`src/rtl/cpuPkg.sv`:
```
package cpuPkg;

    localparam int NUM_REGS = 16;

    typedef logic [3:0]  regIdx;
    typedef logic [31:0] word;

    typedef struct packed {
        logic n;
        logic z;
        logic c;
        logic v;
    } flagsT;

    // The move class keeps its function code in secondLevel[2:0]
    typedef struct packed {
        logic [1:0]         firstLevel;
        logic               special;
        logic [3:0]         secondLevel;
        regIdx              dest;
        regIdx              srcFirst;
        logic               padding;
        logic signed [15:0] imm;
    } instrImm;

    typedef struct packed {
        logic [1:0]  firstLevel;
        logic        special;
        logic [3:0]  secondLevel;
        regIdx       dest;
        regIdx       srcFirst;
        regIdx       srcSec;
        logic [12:0] padding;
    } instrReg;

    typedef union packed {
        instrImm immForm;
        instrReg regForm;
    } instrWord;

    typedef enum logic [2:0] {MOVE, ALUIMM, ALUREG, MEM, BRANCH} opClass;

    typedef struct packed {
        opClass     cls;
        logic [3:0] secondLevel; // Branch condition for BRANCH
        logic [2:0] aluFunc;     // Bit 0 selects store for MEM
        regIdx      dest;
        regIdx      srcFirst;
        regIdx      srcSec;
        word        imm;         // Sign-extended
    } decodedOp;

    typedef struct packed {
        logic writeEnable;
        word  writeData;
        logic memRead;
        logic memWrite;
        word  memAddr;
        word  memData;
        logic branchTaken;
        logic halt;
    } exeResult;

    localparam logic [1:0] CLS_MOVE_ALU = 2'b00;
    localparam logic [1:0] CLS_REG      = 2'b01;
    localparam logic [1:0] CLS_MEM      = 2'b10;
    localparam logic [1:0] CLS_BRANCH   = 2'b11;

    localparam logic [3:0] SL_ADD  = 4'b0001;
    localparam logic [3:0] SL_SUB  = 4'b0010;
    localparam logic [3:0] SL_ADDS = 4'b1001;
    localparam logic [3:0] SL_SUBS = 4'b1010;

    localparam logic [2:0] AF_MOV  = 3'b000;
    localparam logic [2:0] AF_CLR  = 3'b010;
    localparam logic [2:0] AF_HALT = 3'b111;

    localparam logic [3:0] BR_EQ = 4'b0000;
    localparam logic [3:0] BR_NE = 4'b0001;
    localparam logic [3:0] BR_MI = 4'b0100;

    localparam word RESET_PC = 32'd0;

endpackage

```
`src/rtl/instrDecoder.sv`:
```
module instrDecoder (
    input  cpuPkg::instrWord instr,
    output cpuPkg::decodedOp op
);

    always_comb begin
        op.cls = cpuPkg::MOVE;
        case (instr.immForm.firstLevel)
            cpuPkg::CLS_MOVE_ALU: begin
                // Special bit splits plain moves from immediate arithmetic
                op.cls = instr.immForm.special ? cpuPkg::ALUIMM : cpuPkg::MOVE;
            end
            cpuPkg::CLS_REG:    op.cls = cpuPkg::ALUREG;
            cpuPkg::CLS_MEM:    op.cls = cpuPkg::MEM;
            cpuPkg::CLS_BRANCH: op.cls = cpuPkg::BRANCH;
            default:            op.cls = cpuPkg::MOVE;
        endcase
    end

    always_comb begin
        op.secondLevel = instr.immForm.secondLevel;
        op.aluFunc     = instr.immForm.secondLevel[2:0];
        op.dest        = instr.immForm.dest;
        op.srcFirst    = instr.immForm.srcFirst;
        op.srcSec      = instr.regForm.srcSec;           // Register view only
        op.imm         = {{16{instr.immForm.imm[15]}}, instr.immForm.imm};
    end

endmodule

```
`src/rtl/regFile.sv`:
```
module regFile (
    input  logic          clk,
    input  logic          rst,
    input  cpuPkg::regIdx rdDest,
    input  cpuPkg::regIdx rdFirst,
    input  cpuPkg::regIdx rdSec,
    input  logic          wrEn,
    input  cpuPkg::regIdx wrIdx,
    input  cpuPkg::word   wrData,
    output cpuPkg::word   dataDest,
    output cpuPkg::word   dataFirst,
    output cpuPkg::word   dataSec
);

    cpuPkg::word regs [cpuPkg::NUM_REGS];

    // Asynchronous reads
    assign dataDest  = regs[rdDest];
    assign dataFirst = regs[rdFirst];
    assign dataSec   = regs[rdSec];

    always_ff @(posedge clk or posedge rst) begin
        if (rst) begin
            for (int i = 0; i < cpuPkg::NUM_REGS; i++) begin
                regs[i] <= '0;
            end
        end else if (wrEn) begin
            regs[wrIdx] <= wrData;
        end
    end

endmodule

```
`src/rtl/execute.sv`:
```
module execute (
    input  logic             clk,
    input  logic             rst,
    input  cpuPkg::decodedOp op,
    input  cpuPkg::word      dataDest,
    input  cpuPkg::word      dataFirst,
    input  cpuPkg::word      dataSec,
    input  logic             commit,
    output cpuPkg::exeResult res
);

    cpuPkg::flagsT flags;       // NZCV
    cpuPkg::flagsT flagsNext;
    cpuPkg::word   operandB;
    cpuPkg::word   aluOut;
    logic [32:0]   aluWide;     // Bit 32 is carry or borrow
    logic          isSub;
    logic          setsFlags;

    assign operandB = (op.cls == cpuPkg::ALUREG) ? dataSec : op.imm;
    assign isSub    = (op.secondLevel == cpuPkg::SL_SUB) || (op.secondLevel == cpuPkg::SL_SUBS);
    assign aluWide  = isSub ? ({1'b0, dataFirst} - {1'b0, operandB})
                            : ({1'b0, dataFirst} + {1'b0, operandB});
    assign aluOut   = aluWide[31:0];

    always_comb begin
        flagsNext.n = aluOut[31];
        flagsNext.z = (aluOut == '0);
        flagsNext.c = isSub ? ~aluWide[32] : aluWide[32]; // Not borrow on subtract
        if (isSub) begin
            // Operands of opposite sign and result sign flipped
            flagsNext.v = (dataFirst[31] ^ operandB[31]) & (dataFirst[31] ^ aluOut[31]);
        end else begin
            flagsNext.v = ~(dataFirst[31] ^ operandB[31]) & (dataFirst[31] ^ aluOut[31]);
        end
    end

    always_comb begin
        res       = '0;
        setsFlags = 1'b0;
        case (op.cls)
            cpuPkg::MOVE: begin
                case (op.aluFunc)
                    cpuPkg::AF_MOV: begin
                        res.writeEnable = 1'b1;
                        res.writeData   = op.imm;
                    end
                    cpuPkg::AF_CLR:  res.writeEnable = 1'b1; // Data stays zero
                    cpuPkg::AF_HALT: res.halt = 1'b1;
                    default: ;
                endcase
            end
            cpuPkg::ALUIMM, cpuPkg::ALUREG: begin
                case (op.secondLevel)
                    cpuPkg::SL_ADD, cpuPkg::SL_SUB: begin
                        res.writeEnable = 1'b1;
                        res.writeData   = aluOut;
                    end
                    cpuPkg::SL_ADDS, cpuPkg::SL_SUBS: begin
                        res.writeEnable = 1'b1;
                        res.writeData   = aluOut;
                        setsFlags       = 1'b1;
                    end
                    default: ;
                endcase
            end
            cpuPkg::MEM: begin
                res.memAddr = dataFirst + op.imm;
                if (op.aluFunc[0]) begin          // Store
                    res.memWrite = 1'b1;
                    res.memData  = dataDest;
                end else begin
                    res.memRead     = 1'b1;
                    res.writeEnable = 1'b1;       // Sequencer supplies the bus data
                end
            end
            cpuPkg::BRANCH: begin
                case (op.secondLevel)
                    cpuPkg::BR_EQ: res.branchTaken = flags.z;
                    cpuPkg::BR_NE: res.branchTaken = ~flags.z;
                    cpuPkg::BR_MI: res.branchTaken = flags.n;
                    default: ;
                endcase
            end
            default: ;
        endcase
    end

    always_ff @(posedge clk or posedge rst) begin
        if (rst) begin
            flags <= '0;
        end else if (commit && setsFlags) begin
            flags <= flagsNext;
        end
    end

    assert property (@(posedge clk) disable iff (rst)
        res.branchTaken |-> op.cls == cpuPkg::BRANCH)
        else $error("branch taken outside branch class");

endmodule

```
`src/rtl/sequencer.sv`:
```
module sequencer (
    input  logic             clk,
    input  logic             rst,
    input  cpuPkg::exeResult res,
    input  cpuPkg::decodedOp op,
    input  cpuPkg::word      datRd,
    input  logic             ack,
    output cpuPkg::instrWord instr,
    output logic             commit,
    output logic             wrEn,
    output cpuPkg::word      wrData,
    output logic             cyc,
    output logic             stb,
    output logic             we,
    output cpuPkg::word      adr,
    output cpuPkg::word      datWr,
    output logic             halted
);

    typedef enum logic [2:0] {FETCH, EXEC, ACCESS, COMMIT, HALTED} phaseT;

    phaseT       phase;
    cpuPkg::word pc;
    cpuPkg::word pcNext;
    cpuPkg::word loadData;
    logic        memOp;

    assign memOp  = res.memRead | res.memWrite;
    assign commit = (phase == COMMIT);
    assign halted = (phase == HALTED);
    assign pcNext = res.branchTaken ? pc + op.imm : pc + 32'd1;
    assign wrEn   = commit & res.writeEnable;
    assign wrData = res.memRead ? loadData : res.writeData; // Loads take bus data

    always_ff @(posedge clk or posedge rst) begin
        if (rst) begin
            phase <= FETCH;
            pc    <= cpuPkg::RESET_PC;
            cyc   <= 1'b0;
            stb   <= 1'b0;
            we    <= 1'b0;
        end else begin
            case (phase)
                FETCH: begin
                    if (!cyc) begin              // First fetch out of reset
                        cyc <= 1'b1;
                        stb <= 1'b1;
                        we  <= 1'b0;
                    end else if (ack) begin
                        cyc   <= 1'b0;
                        stb   <= 1'b0;
                        phase <= EXEC;
                    end
                end
                EXEC: begin
                    if (memOp) begin
                        cyc   <= 1'b1;
                        stb   <= 1'b1;
                        we    <= res.memWrite;
                        phase <= ACCESS;
                    end else begin
                        phase <= COMMIT;
                    end
                end
                ACCESS: begin
                    if (ack) begin
                        cyc   <= 1'b0;
                        stb   <= 1'b0;
                        we    <= 1'b0;
                        phase <= COMMIT;
                    end
                end
                COMMIT: begin
                    pc <= pcNext;
                    if (res.halt) begin
                        phase <= HALTED;
                    end else begin
                        cyc   <= 1'b1;           // Next fetch starts right away
                        stb   <= 1'b1;
                        phase <= FETCH;
                    end
                end
                HALTED: phase <= HALTED;
                default: phase <= FETCH;
            endcase
        end
    end

    always_ff @(posedge clk) begin
        if (phase == FETCH && cyc && ack) begin
            instr <= datRd;
        end
        if (phase == ACCESS && ack) begin
            loadData <= datRd;
        end
        if (phase == EXEC && memOp) begin
            adr   <= res.memAddr;
            datWr <= res.memData;
        end else if (phase == COMMIT) begin
            adr <= pcNext;
        end else if (phase == FETCH && !cyc) begin
            adr <= pc;
        end
    end

    assert property (@(posedge clk) disable iff (rst) stb |-> cyc)
        else $error("stb without cyc");

    // Master holds the request until the slave answers
    assert property (@(posedge clk) disable iff (rst)
        stb && !ack |=> $stable({adr, we, datWr}))
        else $error("bus request changed before ack");

endmodule

```
`src/rtl/cpuTop.sv`:
```
module cpuTop (
    input  logic        clk,
    input  logic        rst,
    input  cpuPkg::word datRd,
    input  logic        ack,
    output logic        cyc,
    output logic        stb,
    output logic        we,
    output cpuPkg::word adr,
    output cpuPkg::word datWr,
    output logic        halted
);

    cpuPkg::instrWord instr;
    cpuPkg::decodedOp op;
    cpuPkg::exeResult res;
    cpuPkg::word      dataDest;
    cpuPkg::word      dataFirst;
    cpuPkg::word      dataSec;
    cpuPkg::word      wrData;
    logic             commit;
    logic             wrEn;

    instrDecoder decoder0 (
        .instr (instr),
        .op    (op)
    );

    regFile regs0 (
        .clk       (clk),
        .rst       (rst),
        .rdDest    (op.dest),
        .rdFirst   (op.srcFirst),
        .rdSec     (op.srcSec),
        .wrEn      (wrEn),
        .wrIdx     (op.dest),      // Every write-back targets dest
        .wrData    (wrData),
        .dataDest  (dataDest),
        .dataFirst (dataFirst),
        .dataSec   (dataSec)
    );

    execute exe0 (
        .clk       (clk),
        .rst       (rst),
        .op        (op),
        .dataDest  (dataDest),
        .dataFirst (dataFirst),
        .dataSec   (dataSec),
        .commit    (commit),
        .res       (res)
    );

    sequencer seq0 (
        .clk    (clk),
        .rst    (rst),
        .res    (res),
        .op     (op),
        .datRd  (datRd),
        .ack    (ack),
        .instr  (instr),
        .commit (commit),
        .wrEn   (wrEn),
        .wrData (wrData),
        .cyc    (cyc),
        .stb    (stb),
        .we     (we),
        .adr    (adr),
        .datWr  (datWr),
        .halted (halted)
    );

endmodule

```
`config.mk`:
```
export PLATFORM = sky130hd
export DESIGN_NAME = cpuTop
export DESIGN_NICKNAME = d
export VERILOG_FILES = /design/src/rtl/cpuPkg.sv /design/src/rtl/instrDecoder.sv /design/src/rtl/regFile.sv /design/src/rtl/execute.sv /design/src/rtl/sequencer.sv /design/src/rtl/cpuTop.sv
export SDC_FILE = /design/constraint.sdc
export NUM_CORES = 2
export LEC_CHECK = 0
export BUFFER_PORTS_ARGS = -buffer_cell sky130_fd_sc_hd__buf_4
export CELL_PAD_IN_SITES_DETAIL_PLACEMENT = 0
export CELL_PAD_IN_SITES_GLOBAL_PLACEMENT = 1
export CORE_MARGIN = 4
export CORE_UTILIZATION = 56
export CTS_BUF_LIST = sky130_fd_sc_hd__clkbuf_4 sky130_fd_sc_hd__clkbuf_8 sky130_fd_sc_hd__clkbuf_16
export DETAILED_ROUTE_END_ITERATION = 16
export PLACE_DENSITY = 0.83
export SYNTH_ARGS = -nofsm -noshare
export SYNTH_HDL_FRONTEND = slang
export SYNTH_SLANG_ARGS = --single-unit
```
`constraint.sdc`:
```
create_clock -name clk -period 39.5 [get_ports clk]
set_input_delay 5.925 -clock clk [delete_from_list [all_inputs] [get_ports clk]]
set_output_delay 5.925 -clock clk [all_outputs]
set_load 0.02 [all_outputs]
```
==> run_results.csv <==
group,metric,value,unit
clocking,worstSkewPairLatency,0.65,ns
yosys,synth_ff_type,"dfrtp_1",
detailed_routing,drt_first_pass_iters,7,
yosys,synth_nets,3859,
worst_setup_path,start_kind,"flip-flop",
detailed_routing,vias,33200,
yosys,ys_seq_elements,680,
clocking,cts_tree,"done",
status,outcome,"completed",
worst_setup_path,path_buf_inv,2,
timing,skew,0.0415,ns
timing,rsz0062_at_grt,"no",
worst_setup_path,cp_cell_sequence,"buf_4 > buf_4 > mux4_2 > mux2i_1 > o22ai_1 > a21oi_2 > nand2_2 > nor2_1 > nand4_1 > nor3_1 > nor2_1 > xnor2_1 > ha_1 > nand4_1 > o21ai_0 > a211oi_1 > o31ai_1 > a31oi_1 > xnor2_1 > a221oi_2 > o21ai_0",
yosys,synth_edf_count,128,
detailed_routing,routed_wirelength,139000,µm
timing,hold_slack,0.465,ns
power,vdd_drop_max,0.0000371,V
detailed_routing,drt_iter0_markers,4128,
clocking,cts_htree_levels,3,
floorplanning,rows,100,
timing,hold_violations,0,
floorplanning,die_w,282,µm
power,cellPowerDensity,66.9,nW/µm²
worst_setup_path,crit_family,"compound AO/OA/AOI/OAI gates",
power,p_leak,19.6,nW
global_route,busiest_layer,"met2",
global_route,grt_pass1_wl,208000,µm
worst_setup_path,cp-end-kind,"flip-flop",
clocking,clock_path_buffers,3,
detailed_routing,drc,0,
clocking,ctsHoldBuffers,0,
yosys,yosysUniqueCellTypes,87,
worst_setup_path,worstPathRequired,39.95,ns
global_route,grt_pass1_vias,33200,
clocking,clkSinkCount,680,
clocking,cts_buffers,77,
global_route,gr-usage-met2,54.2,%
final_layout,layout.cells.non_filler,4743,
detailed_routing,wl_per_cell,29.3,µm
final_layout,syn_to_final_growth,10.5,%
global_route,track_usage,35.3,%
floorplanning,core,74300,µm²
global_route,grt_use_met1,47.0,%
yosys,syn_area,42000,µm²
placed_design,place_ws,30.89,ns
worst_setup_path,crit_path_top_delay_cell,"a221oi_2",
clocking,cts-resized-gates,0,
timing,relSlewSlack,8.25,%
clocking,post_cts_buffers,0,
timing,setup_viol_count_final,0,
detailed_routing,ant_nets,0,
placed_design,dp.cells,4599,
timing,period_needed,7.96,ns
yosys,ys_warn_count,0,
timing,worst_slew_pin_slew,1.38,ns
clocking,path_clk_slew,0.06,ns
placed_design,gp_congestion,0.956,
yosys,avgSynthCellArea,11.3,µm²
floorplanning,dieArea,79400,µm²
final_layout,layout-drive-gt1-share,22.4,%
timing,min_period_over_period,20.2,%
yosys,synth-async-reset-ratio,81.2,%
timing,fin_tns_setup,0,ns
timing,slew_violations,0,
global_route,use_met3,9.83,%
placed_design,io_buffers,102,
timing,setup_slack,31.54,ns
global_route,antenna_found_initial,5,
timing,fmax,126,MHz
placed_design,dpl.hpwl,89600,µm
worst_setup_path,arrival,8.41,ns
worst_setup_path,crit_fanout,44,
final_layout,layout.nets,3844,
floorplanning,initial_core_util,56.5,%
clocking,root_buffer,"clkbuf_16",
min_path,hold_class,"reg -> reg",
yosys,yosysSeqAreaShare,42.1,%
floorplanning,ioPinCount,103,
detailed_routing,via_per_inst,7.01,
run,maxCapViolations,0,
global_route,grt_overflow,0,
final_layout,fill_cells,5732,
worst_setup_path,worstSetupPathType,"reg -> reg",
global_route,grt_max_degree,155,
floorplanning,die_h,282,µm
worst_setup_path,max_stage_delay,1.12,ns
yosys,post_synth_inst_count,3724,
-- final cells by class --
type                            count  area, µm²  area share, %
Clock buffer                      116       2440           5.27
Inverter                           50        196          0.424
Sequential cell                   680      17700           38.1
Tap cell                          969       1210           2.61
Multi-Input combinational cell   2700      23000           49.6
Timing Repair Buffer              200       1540           3.32
Clock inverter                     26        324          0.699
Antenna cell                        2       5.00         0.0108
-- cells in the mapped netlist, drive strengths merged (20+ instances only) --
library cell	number	area, µm²
dfrtp	552	13800
o21ai	209	1050
and3	44	275
ha	97	1210
mux2i	75	751
nand3	32	160
clkbuf	216	811
o21a	20	158
nand2	278	1050
nor2	501	1880
xnor2	62	543
buf	78	442
nor3	32	160
and2	26	163
a31oi	21	131
a21oi	494	2490
inv	50	188
xor2	40	350
mux4	433	9750
a21o	46	345
edfxtp	128	3840
a221oi	21	209
-- report_power, final --
| group | leakage, nW | switching (W) | total (W) | internal, W |
|---|---|---|---|---|
| Clock | 1.38 | 0.000307 | 0.000775 | 0.000469 |
| Sequential | 8.71 | 0.000199 | 0.00113 | 0.000935 |
| Combinational | 9.51 | 0.000647 | 0.00119 | 0.000544 |
| Total | 19.6 | 0.00115 | 0.00310 | 0.00195 |
-- state kept, by name (all words and copies together), names as in the netlist, 2 cells and up --
| register | count |
|---|---|
| seq0.datWr | 32 |
| exe0.flags | 2 |
| seq0.phase | 3 |
| regs0.regs | 512 |
| seq0.instr | 32 |
| seq0.pc | 32 |
| seq0.loadData | 32 |
| seq0.adr | 32 |
-- per-stage QoR --
| step | power (W) | area (µm²) | utilization (%) |
|---|---|---|---|
| 4_1_cts | 0.00308 | 46400 | 62.4 |
| 6_report | 0.00310 | 46400 | 62.4 |
| 5_1_grt | 0.00325 | 46400 | 62.4 |
| 2_1_floorplan | 0.00194 | 42000 | - |
| 3_5_place_dp | 0.00230 | 43600 | 58.7 |
| 3_3_place_gp | 0.00225 | 43600 | 58.7 |
-- per-layer routing --
metal | up-vias | share of wire, % | wire, µm
met5 | - | 0.046 | 64
met4 | 8 | 5.7 | 7890
met1 | 16700 | 37 | 51800
met3 | 478 | 11 | 15800
met2 | 2039 | 46 | 63500
li1 | 14000 | - | -
-- layout by cell type, fill, tap and decap left out, types with 11 or more instances in the layout --
| cell type | netlist | final |
|---|---|---|
| a211oi_1 | 18 | 18 |
| a21o_1 | 46 | 46 |
| a21oi_1 | 490 | 489 |
| a221oi_1 | 17 | 17 |
| a22oi_1 | 18 | 18 |
| a31oi_1 | 21 | 20 |
| and2_1 | 26 | 25 |
| and3_1 | 44 | 43 |
| buf_4 | 7 | 197 |
| clkbuf_16 | 0 | 84 |
| clkbuf_4 | 0 | 16 |
| clkbuf_8 | 0 | 16 |
| clkinv_2 | 0 | 11 |
| dfrtp_1 | 552 | 552 |
| edfxtp_1 | 128 | 128 |
| ha_1 | 97 | 97 |
| inv_1 | 48 | 46 |
| mux2_2 | 16 | 16 |
| mux2i_1 | 75 | 75 |
| mux4_2 | 433 | 433 |
| nand2_1 | 277 | 277 |
| nand2b_1 | 17 | 17 |
| nand3_1 | 32 | 32 |
| nand4_1 | 17 | 17 |
| nor2_1 | 501 | 489 |
| nor2b_1 | 18 | 18 |
| nor3_1 | 32 | 27 |
| o21a_1 | 19 | 19 |
| o21ai_0 | 203 | 203 |
| o21bai_1 | 14 | 14 |
| o31ai_1 | 15 | 15 |
| xnor2_1 | 62 | 62 |
| xor2_1 | 40 | 40 |
-- final timing paths --
kind                           startpoint              end  slack [ns]  depth (start not counted)
max                        seq0.instr[13]  regs0.regs[125]       31.54                         21
min                           seq0.pc[31]      seq0.pc[31]        0.46                          1
max reg2reg                seq0.instr[13]  regs0.regs[125]       31.54                         21
min reg2reg                   seq0.pc[31]      seq0.pc[31]        0.46                          1
max in group asynchronous             rst  regs0.regs[334]       31.66                          4
min in group asynchronous             rst  regs0.regs[252]        5.38                          2
-- cells by family (layout without fill, tap and decap cells) --
group	after synthesis	in the layout	share of synthesized area (%)
simple gates	1015	1015	10.5
compound gates	958	958	13.4
flops	680	680	42.1
mux	525	525	25.5
buf+inv	344	392	3.43
xor+xnor	102	102	2.13
fa+ha+maj	100	100	3.04
other cells	0	2	0
No activity file was read; power rests on OpenSTA's default activity.
